`config.mk`:
```
export PLATFORM = sky130hd
export DESIGN_NAME = fp_add
export DESIGN_NICKNAME = d
export VERILOG_FILES = /design/src/fp_format_pkg.sv /design/src/fp_add_ctrl_pkg.sv /design/src/sig_path_if.sv /design/src/exp_compare.sv /design/src/align_significands.sv /design/src/sig_add.sv /design/src/norm_counter.sv /design/src/normalize_round.sv /design/src/fp_add_fsm.sv /design/src/fp_add.sv
export SDC_FILE = /design/constraint.sdc
export NUM_CORES = 1
export LEC_CHECK = 0
export ABC_CLOCK_PERIOD_IN_PS = 4950
export BUFFER_PORTS_ARGS = -buffer_cell sky130_fd_sc_hd__buf_2
export CORE_ASPECT_RATIO = 1.5
export CORE_UTILIZATION = 47
export CTS_CLUSTER_SIZE = 14
export DETAILED_ROUTE_END_ITERATION = 8
export GPL_TIMING_DRIVEN = 0
export MAX_ROUTING_LAYER = met4
export PLACE_DENSITY = 0.67
export SYNTH_ARGS = -nofsm -noshare
export SYNTH_HDL_FRONTEND = slang
export SYNTH_SLANG_ARGS = --single-unit
```
`constraint.sdc`:
```
create_clock -name clk -period 4.95 [get_ports clk]
set_input_delay 0.7425 -clock clk [delete_from_list [all_inputs] [get_ports clk]]
set_output_delay 0.7425 -clock clk [all_outputs]
set_load 0.005 [all_outputs]
```
`src/fp_format_pkg.sv`:
```
// single precision widths, word and field types, unpacked operand struct
`default_nettype none

package fp_format_pkg;

    // ieee 754 single precision fields
    localparam int sig_bits  = 23;
    localparam int exp_bits  = 8;
    localparam int exp_bias  = 127;
    // all ones exponent marks infinity
    localparam int exp_max   = 2 * exp_bias + 1;
    localparam int word_bits = 1 + exp_bits + sig_bits;

    // guard, round and sticky below the fraction
    localparam int grs_bits  = 3;
    // hidden bit + fraction + grs
    localparam int work_bits = sig_bits + 1 + grs_bits;
    // extra msb catches the add carry
    localparam int sum_bits  = work_bits + 1;

    typedef logic [word_bits-1:0] fp_word_t;
    typedef logic [exp_bits-1:0]  fp_exp_t;
    typedef logic [work_bits-1:0] fp_work_t;
    typedef logic [sum_bits-1:0]  fp_sum_t;

    // operand after unpack, significand already in working layout
    typedef struct packed {
        logic     sign;
        fp_exp_t  exp;
        fp_work_t sig;
    } fp_unpacked;

endpackage

`default_nettype wire

```
`src/fp_add_ctrl_pkg.sv`:
```
// control path state encoding and normalization shift limits
`default_nettype none

package fp_add_ctrl_pkg;

    // worst cancellation leaves the leading one at bit 0
    localparam int norm_max_steps = fp_format_pkg::work_bits - 1;
    // counter has to reach norm_max_steps itself
    localparam int cnt_bits = $clog2(norm_max_steps + 1);

    // operation sequence
    typedef enum logic [2:0] {
        st_idle,
        st_align,
        st_add,
        st_norm,
        st_round,
        st_finish
    } add_state;

endpackage

`default_nettype wire

```
`src/sig_path_if.sv`:
```
// significand path interface between swap, align and add stages
`timescale 1ns/1ps
`default_nettype none

interface sig_path_if;
    import fp_format_pkg::*;

    // larger operand passes straight through
    fp_work_t big_sig;
    // smaller operand before and after the right shift
    fp_work_t small_sig;
    fp_work_t small_aligned;
    // exponent difference, already saturated
    fp_exp_t  shift;
    fp_exp_t  exp_big;
    logic     sign_big;
    logic     sign_small;
    // signs differ so magnitudes subtract
    logic     eff_sub;

    modport producer (output big_sig, small_sig, shift, exp_big, sign_big, sign_small, eff_sub);
    modport aligner  (input small_sig, shift, output small_aligned);
    modport consumer (input big_sig, small_sig, small_aligned, shift, exp_big, sign_big,
                      sign_small, eff_sub);

endinterface

`default_nettype wire

```
`src/exp_compare.sv`:
```
// exp_compare: operand unpack, magnitude swap, exponent difference register
`timescale 1ns/1ps
`default_nettype none

module exp_compare (
    input  logic                    clk,
    input  logic                    reset,
    input  logic                    load,
    input  fp_format_pkg::fp_word_t a,
    input  fp_format_pkg::fp_word_t b,
    input  logic                    sub,
    sig_path_if.producer            sp
);
    import fp_format_pkg::*;

    fp_unpacked op_a;
    fp_unpacked op_b;
    fp_unpacked op_big;
    fp_unpacked op_small;
    logic       a_big;
    fp_exp_t    exp_diff;

    // exponent field 0 flushes to zero
    // zero keeps exponent 0 so it always aligns away
    function automatic fp_unpacked unpack(input fp_word_t w, input logic flip);
        fp_unpacked u;
        u.sign = w[word_bits-1] ^ flip;
        u.exp  = w[word_bits-2 -: exp_bits];
        u.sig  = (u.exp == '0) ? '0 : {1'b1, w[sig_bits-1:0], {grs_bits{1'b0}}};
        return u;
    endfunction

    always_comb begin
        op_a = unpack(a, 1'b0);
        // subtract is add with b negated
        op_b = unpack(b, sub);
        // exponent first, then significand
        a_big    = {op_a.exp, op_a.sig} >= {op_b.exp, op_b.sig};
        op_big   = a_big ? op_a : op_b;
        op_small = a_big ? op_b : op_a;
        exp_diff = op_big.exp - op_small.exp;
    end

    always_ff @(posedge clk) begin
        if (reset) begin
            sp.big_sig    <= '0;
            sp.small_sig  <= '0;
            sp.exp_big    <= '0;
            sp.sign_big   <= 1'b0;
            sp.sign_small <= 1'b0;
            sp.shift      <= '0;
        end else if (load) begin
            sp.big_sig    <= op_big.sig;
            sp.small_sig  <= op_small.sig;
            sp.exp_big    <= op_big.exp;
            sp.sign_big   <= op_big.sign;
            sp.sign_small <= op_small.sign;
            // past work_bits everything is sticky anyway
            sp.shift      <= (exp_diff > fp_exp_t'(work_bits)) ? fp_exp_t'(work_bits) : exp_diff;
        end
    end

    // effective operation from the registered signs
    assign sp.eff_sub = sp.sign_big ^ sp.sign_small;

endmodule

`default_nettype wire

```
`src/align_significands.sv`:
```
// align_significands: right shift of the smaller significand with sticky fold
`timescale 1ns/1ps
`default_nettype none

module align_significands (
    sig_path_if.aligner sp
);
    import fp_format_pkg::*;

    fp_work_t shifted;
    logic     sticky;

    // big operand needs no shift, the swap already happened upstream
    always_comb begin
        shifted = sp.small_sig >> sp.shift;
        sticky  = 1'b0;
        if (sp.shift >= fp_exp_t'(work_bits)) begin
            // whole significand shifted out
            sticky = |sp.small_sig;
        end else if (sp.shift > fp_exp_t'(grs_bits)) begin
            // keep only the bits at or below the new sticky position
            sticky = |(sp.small_sig << (fp_exp_t'(work_bits - 1) - sp.shift));
        end
        // shifts up to 3 lose nothing, grs of the input are zero
        if (sp.shift > fp_exp_t'(grs_bits)) begin
            shifted[0] = sticky;
        end
        sp.small_aligned = shifted;
    end

endmodule

`default_nettype wire

```
`src/sig_add.sv`:
```
// sig_add: significand add or subtract with result sign and exponent registers
`timescale 1ns/1ps
`default_nettype none

module sig_add (
    input  logic                   clk,
    input  logic                   reset,
    input  logic                   add_en,
    sig_path_if.consumer           sp,
    output fp_format_pkg::fp_sum_t sum,
    output logic                   res_sign,
    output fp_format_pkg::fp_exp_t res_exp
);
    import fp_format_pkg::*;

    fp_sum_t big_ext;
    fp_sum_t small_ext;

    // one bit of headroom, msb of sum is the carry
    assign big_ext   = {1'b0, sp.big_sig};
    assign small_ext = {1'b0, sp.small_aligned};

    always_ff @(posedge clk) begin
        if (reset) begin
            sum      <= '0;
            res_sign <= 1'b0;
            res_exp  <= '0;
        end else if (add_en) begin
            // big >= small after the swap, no negative result
            if (sp.eff_sub) begin
                sum <= big_ext - small_ext;
            end else begin
                sum <= big_ext + small_ext;
            end
            // result takes the larger operand's sign and exponent
            res_sign <= sp.sign_big;
            res_exp  <= sp.exp_big;
        end
    end

endmodule

`default_nettype wire

```
`src/norm_counter.sv`:
```
// norm_counter: left shift counter with step and exponent limit
`timescale 1ns/1ps
`default_nettype none

module norm_counter (
    input  logic                   clk,
    input  logic                   reset,
    input  logic                   clear,
    input  logic                   step,
    input  fp_format_pkg::fp_exp_t exp,
    output logic                   limit
);
    import fp_add_ctrl_pkg::*;

    logic [cnt_bits-1:0] count;
    logic                count_full;
    logic                exp_floor;

    assign count_full = (count == cnt_bits'(norm_max_steps));
    // exponent 1 or below, one more shift would go subnormal
    assign exp_floor  = (exp[$bits(exp)-1:1] == '0);

    always_ff @(posedge clk) begin
        if (reset || clear) begin
            count <= '0;
        end else if (step && !count_full) begin
            count <= count + 1'b1;
        end
    end

    // either reason stops normalization
    assign limit = count_full || exp_floor;

endmodule

`default_nettype wire

```
`src/normalize_round.sv`:
```
// normalize_round: stepwise normalization, round to nearest even, result pack
`timescale 1ns/1ps
`default_nettype none

module normalize_round (
    input  logic                    clk,
    input  logic                    reset,
    input  logic                    add_en,
    input  logic                    norm_en,
    input  logic                    round_en,
    input  fp_format_pkg::fp_sum_t  sum,
    input  logic                    res_sign,
    input  fp_format_pkg::fp_exp_t  res_exp,
    input  logic                    limit,
    output fp_format_pkg::fp_exp_t  exp_now,
    output logic                    step,
    output logic                    norm_done,
    output fp_format_pkg::fp_word_t result
);
    import fp_format_pkg::*;

    // working copy, keeps the carry bit position
    fp_sum_t work_sig;
    fp_exp_t work_exp;
    // first norm cycle reads the fresh sum directly
    logic    fresh;

    fp_sum_t src_sig;
    fp_sum_t next_sig;
    fp_exp_t src_exp;
    fp_exp_t next_exp;
    logic    carry;
    logic    hidden;
    logic    is_zero;

    logic                round_up;
    logic [sig_bits+1:0] rounded;
    logic [exp_bits:0]   exp_round;
    logic [sig_bits-1:0] frac_out;
    fp_word_t            packed_word;

    assign src_sig = fresh ? sum : work_sig;
    assign src_exp = fresh ? res_exp : work_exp;
    assign carry   = src_sig[sum_bits-1];
    assign hidden  = src_sig[work_bits-1];
    assign is_zero = (src_sig == '0);

    // exponent as it stands once a pending carry is corrected
    assign exp_now   = src_exp + fp_exp_t'(carry);
    assign norm_done = !carry && (hidden || is_zero || limit);
    // only left shifts are counted
    assign step      = norm_en && !carry && !norm_done;

    always_comb begin
        next_sig = src_sig;
        next_exp = src_exp;
        if (carry) begin
            // right shift once, lost bit folds into sticky
            next_sig    = src_sig >> 1;
            next_sig[0] = src_sig[1] | src_sig[0];
            next_exp    = src_exp + 1'b1;
        end else if (!norm_done) begin
            next_sig = src_sig << 1;
            next_exp = src_exp - 1'b1;
        end
    end

    always_comb begin
        // guard and (round or sticky or lsb) for ties to even
        round_up = work_sig[2] && (work_sig[1] || work_sig[0] || work_sig[grs_bits]);
        rounded  = {1'b0, work_sig[work_bits-1:grs_bits]} + (sig_bits + 2)'(round_up);
        // rounding carry gives 10.000, one more exponent step
        exp_round = {1'b0, work_exp} + (exp_bits + 1)'(rounded[sig_bits+1]);
        frac_out  = rounded[sig_bits+1] ? rounded[sig_bits:1] : rounded[sig_bits-1:0];

        if (work_sig == '0) begin
            // exact cancellation and zero operands
            packed_word = '0;
        end else if (!work_sig[work_bits-1]) begin
            // stopped at limit without hidden bit, flush
            packed_word = {res_sign, {(word_bits - 1){1'b0}}};
        end else if (exp_round >= (exp_bits + 1)'(exp_max)) begin
            packed_word = {res_sign, fp_exp_t'(exp_max), {sig_bits{1'b0}}};
        end else begin
            packed_word = {res_sign, exp_round[exp_bits-1:0], frac_out};
        end
    end

    always_ff @(posedge clk) begin
        if (reset) begin
            fresh    <= 1'b0;
            work_sig <= '0;
            work_exp <= '0;
            result   <= '0;
        end else begin
            if (add_en) begin
                fresh <= 1'b1;
            end
            if (norm_en) begin
                work_sig <= next_sig;
                work_exp <= next_exp;
                fresh    <= 1'b0;
            end
            // result holds until the next round
            if (round_en) begin
                result <= packed_word;
            end
        end
    end

endmodule

`default_nettype wire

```
`src/fp_add_fsm.sv`:
```
// fp_add_fsm: stage sequencing state machine with done and busy strobes
`timescale 1ns/1ps
`default_nettype none

module fp_add_fsm (
    input  logic clk,
    input  logic reset,
    input  logic start,
    input  logic norm_done,
    input  logic limit,
    output logic load,
    output logic add_en,
    output logic norm_en,
    output logic round_en,
    output logic clear,
    output logic done,
    output logic busy
);
    import fp_add_ctrl_pkg::*;

    add_state state;
    add_state next_state;

    always_ff @(posedge clk) begin
        if (reset) begin
            state <= st_idle;
        end else begin
            state <= next_state;
        end
    end

    always_comb begin
        next_state = state;
        load       = 1'b0;
        add_en     = 1'b0;
        norm_en    = 1'b0;
        round_en   = 1'b0;
        clear      = 1'b0;
        case (state)
            // start only counts here, otherwise dropped
            st_idle: begin
                if (start) begin
                    load       = 1'b1;
                    next_state = st_align;
                end
            end
            // aligned operands go into the sum register
            st_align: begin
                add_en     = 1'b1;
                clear      = 1'b1;
                next_state = st_add;
            end
            // add cycle already takes the first normalize step
            st_add, st_norm: begin
                norm_en = 1'b1;
                if (norm_done || limit) begin
                    next_state = st_round;
                end else begin
                    next_state = st_norm;
                end
            end
            st_round: begin
                round_en   = 1'b1;
                next_state = st_finish;
            end
            st_finish: begin
                next_state = st_idle;
            end
            default: begin
                next_state = st_idle;
            end
        endcase
    end

    // one cycle done, busy through the done cycle
    assign done = (state == st_finish);
    assign busy = (state != st_idle);

endmodule

`default_nettype wire

```
`src/fp_add.sv`:
```
// fp_add: single precision adder top level, stage instances and wiring
`timescale 1ns/1ps
`default_nettype none

module fp_add (
    input  logic                    clk,
    input  logic                    reset,
    input  logic                    start,
    input  logic                    sub,
    input  fp_format_pkg::fp_word_t a,
    input  fp_format_pkg::fp_word_t b,
    output fp_format_pkg::fp_word_t result,
    output logic                    done,
    output logic                    busy
);
    import fp_format_pkg::*;

    // fsm enables
    logic load;
    logic add_en;
    logic norm_en;
    logic round_en;
    logic clear;

    // normalization feedback
    logic    step;
    logic    limit;
    logic    norm_done;
    fp_exp_t exp_now;

    // registered add result
    fp_sum_t sum;
    logic    res_sign;
    fp_exp_t res_exp;

    sig_path_if sp ();

    exp_compare u_exp_compare (
        .clk(clk), .reset(reset), .load(load),
        .a(a), .b(b), .sub(sub),
        .sp(sp.producer)
    );

    align_significands u_align (
        .sp(sp.aligner)
    );

    sig_add u_sig_add (
        .clk(clk), .reset(reset), .add_en(add_en),
        .sp(sp.consumer),
        .sum(sum), .res_sign(res_sign), .res_exp(res_exp)
    );

    norm_counter u_norm_counter (
        .clk(clk), .reset(reset), .clear(clear), .step(step),
        .exp(exp_now), .limit(limit)
    );

    normalize_round u_normalize_round (
        .clk(clk), .reset(reset),
        .add_en(add_en), .norm_en(norm_en), .round_en(round_en),
        .sum(sum), .res_sign(res_sign), .res_exp(res_exp),
        .limit(limit), .exp_now(exp_now),
        .step(step), .norm_done(norm_done),
        .result(result)
    );

    fp_add_fsm u_fsm (
        .clk(clk), .reset(reset), .start(start),
        .norm_done(norm_done), .limit(limit),
        .load(load), .add_en(add_en), .norm_en(norm_en), .round_en(round_en),
        .clear(clear), .done(done), .busy(busy)
    );

endmodule

`default_nettype wire

```
==> results.txt <==
status: finished with violations
violated checks: setup timing
row cnt: 78
setup repair after global routing missed its margin: yes
slowest stage delay, CP: 0.53 ns
met1 usage: 34.0%
largest net degree at the start of global routing: 19
Syn Inst Count: 1923
first-pass GRT wire length: 85.6 mm
share of cells above drive strength 1: 20.4%
area grow syn2layout: 21.4%
M2 GR Usage: 64.9%
Initial DRC Count: 922
DR WL/cell: 22.3 um
sequential area share after synthesis: 24.7%
via count: 15900
slew of the pin with the lowest slew margin: 1.22 ns
Min-Delay Path Depth: 2
pre-CTS WS: -1.17 ns
Final Setup Violations: 14
CP Depth: 22
# hold bufs at CTS: 0
GR peak layer: met2
worst skew pair latency: 0.47 ns
clock root buffer master: clkbuf_16
# diodes: 0
worst hold margin: 0.450 ns
CP max-delay cell: mux4_2
Most used DFF post-synth: dfxtp_1
non-filler cells, final: 2519
Clock Skews: 0.0116 ns
initial antenna violation count: 0
maxcap violations: 0
routed wire length: 56.3 mm
Die Ht: 218 um
TritonCTS clock tree: built
Multi-input gate area: 11100 um^2
nature of the critical path startpoint: register
FF-to-FF path depth: 22
cell family with the largest share of critical-path delay: simple AND/OR/NAND/NOR gates
commonest non-fill, non-tap cell in the layout: nor2_1
Detailed Place HPWL: 44.1 mm
Unique masters post-synth: 91
antenna-violating nets left: 0
Register Area: 3610 um^2
PD cells: 451 nW/um^2
commonest cells after routing, fill and taps aside: nor2_1 (237), dfxtp_1 (177), nand2_1 (172), a21oi_1 (120), buf_2 (116)
maximum clock frequency: 189 MHz
syn_area_per_cell: 7.57 um^2
gr ovfl total: 0
crit path cell chain: buf_6 > buf_6 > mux4_2 > a21o_1 > and2_4 > a222oi_1 > nor4b_4 > nand2_2 > nor4_4 > buf_4 > a41oi_2 > mux2_4 > a21o_1 > ha_4 > a21o_1 > a31oi_4 > and3_4 > o311ai_4 > nand4_1 > a21boi_2 > or3_1 > a21oi_2
number of global-route vias before repair: 15500
ys async rst share: 0%
drt pass-1 iters: 6
leakage power: 6.89 nW
synthesized cell area: 14600 um^2
Worst slew margin: 18.1%
synth warn: 0
Clk pin slew, worst setup/hold paths: 0.08 ns
CTS Buf Count: 17
Longest Clk Path Bufs: 2
clock period minus final worst setup slack: 5.30 ns
max-slew violations: 0
Post-synth EDFFs: 0
class of the worst hold path: register to register
core area: 30400 um^2
Seq cells post-synth: 180
worst setup margin: -0.351 ns
fillers: 2892
Worst setup EP type: register
I/O pin cnt: 102
Final period util: 107%
met3 GRT Util: 4.23%
CP arrival: 5.69 ns
syn_nets: 2059
CP max FO: 4
DIE AREA: 31700 um^2
Initial Util: 48.0%
critical path class: register to register
cell repeated most along the worst path: a21o_1
CP bufs+invs: 3
DRC violations left: 0
worst vdd ir: 303 uV
setup TNS: -2.96 ns
H-tree Lvls: 4
via/cell ratio: 6.33
required time worst endpoint: 5.34 ns
CTS Sinks: 180
Die Wd: 146 um
GP Congestion: 1.04
number of I/O port buffers: 101
endpoints failing hold: 0
placed cells: 2424
# nets final: 2242
Total GRT Usage: 35.7%
[state kept, by name, indices dropped and copies added, names as in the netlist, 24 cells and up]
signal / count
u_exp_compare.sp.small_sig: 24
u_sig_add.sum: 28
u_normalize_round.result: 32
u_normalize_round.work_sig: 28
u_exp_compare.sp.big_sig: 24
[final cells by class]
type,count,area share [%]
timing repair buffer,173,6.16
clock inverter,15,0.927
multi-input combinational,1554,62.8
buffer,136,3.56
sequential,180,20.4
inverter,44,0.948
clock buffer,17,2.41
tap,400,2.83
[worst min-delay path: cells and delay by family (launching register included)]
family	cells	cell delay, ns
flops	1	0.31
simple gates	1	0.05
compound gates	1	0.05
[cells in the mapped netlist, drive strengths merged, types with 31 or more instances]
library cell / n / area, um^2
a211oi: 74 / 556
a21oi: 135 / 676
a311oi: 33 / 289
and2: 42 / 263
buf: 34 / 194
clkbuf: 111 / 418
dfxtp: 180 / 3600
ha: 68 / 851
inv: 42 / 158
mux2i: 96 / 973
nand2: 181 / 682
nand3: 39 / 195
nor2: 242 / 911
nor2b: 31 / 194
nor3: 85 / 435
o21ai: 65 / 329
xnor2: 46 / 403
xor2: 40 / 350
[per-stage QoR]
step / total power [W] / util, % / cell area, um^2
2_1_floorplan: 0.00456 / - / 14600
4_1_cts: 0.00737 / 55.7 / 16900
3_5_place_dp: 0.00558 / 51.5 / 15600
5_1_grt: 0.00835 / 58.2 / 17700
3_3_place_gp: 0.00553 / 51.5 / 15600
6_report: 0.00797 / 58.2 / 17700
[per-layer routing]
layer  vias up  routed length, um  part of all wire (%)
met5         -                  0                     0
met4         0               5040                   9.0
met3       266               2710                   4.8
met2       648              29100                    52
met1      7567              19400                    35
li1       7460                  -                     -
[power breakdown]
group / switching (W) / total, W / internal (W)
Clock: 0.000684 / 0.00140 / 0.000716
Combinational: 0.00272 / 0.00469 / 0.00196
Sequential: 0.000250 / 0.00188 / 0.00163
[logic make-up after synthesis]
family                     Yosys count  synth area share (%)
buffers and inverters              189                  5.33
and+or+nand+nor                    773                  25.7
DFF                                180                  24.7
xor gates and xnor gates            86                  5.17
AOI/OAI and AO/OA                  506                  23.6
adders and majority gates           68                  5.84
muxes                              121                  9.67
[path summary, 6_finish.rpt]
kind                                                   start                            to  slack, ns
worst min register to register  u_normalize_round.result[28]  u_normalize_round.result[28]       0.45
worst max register to register     u_exp_compare.sp.shift[0]             u_sig_add.sum[26]      -0.35
worst max-delay path               u_exp_compare.sp.shift[0]             u_sig_add.sum[26]      -0.35
worst min-delay path            u_normalize_round.result[28]  u_normalize_round.result[28]       0.45
[what timing repair did]
item / in CTS / in global routing
pin swaps: 54 / 80
buffers inserted: 45 / 29
endpoints found under the setup margin: 97 / 104
resized for setup: 104 / 132
endpoints found under the hold margin: 0 / 0
No activity file was read; power rests on OpenSTA's default activity.
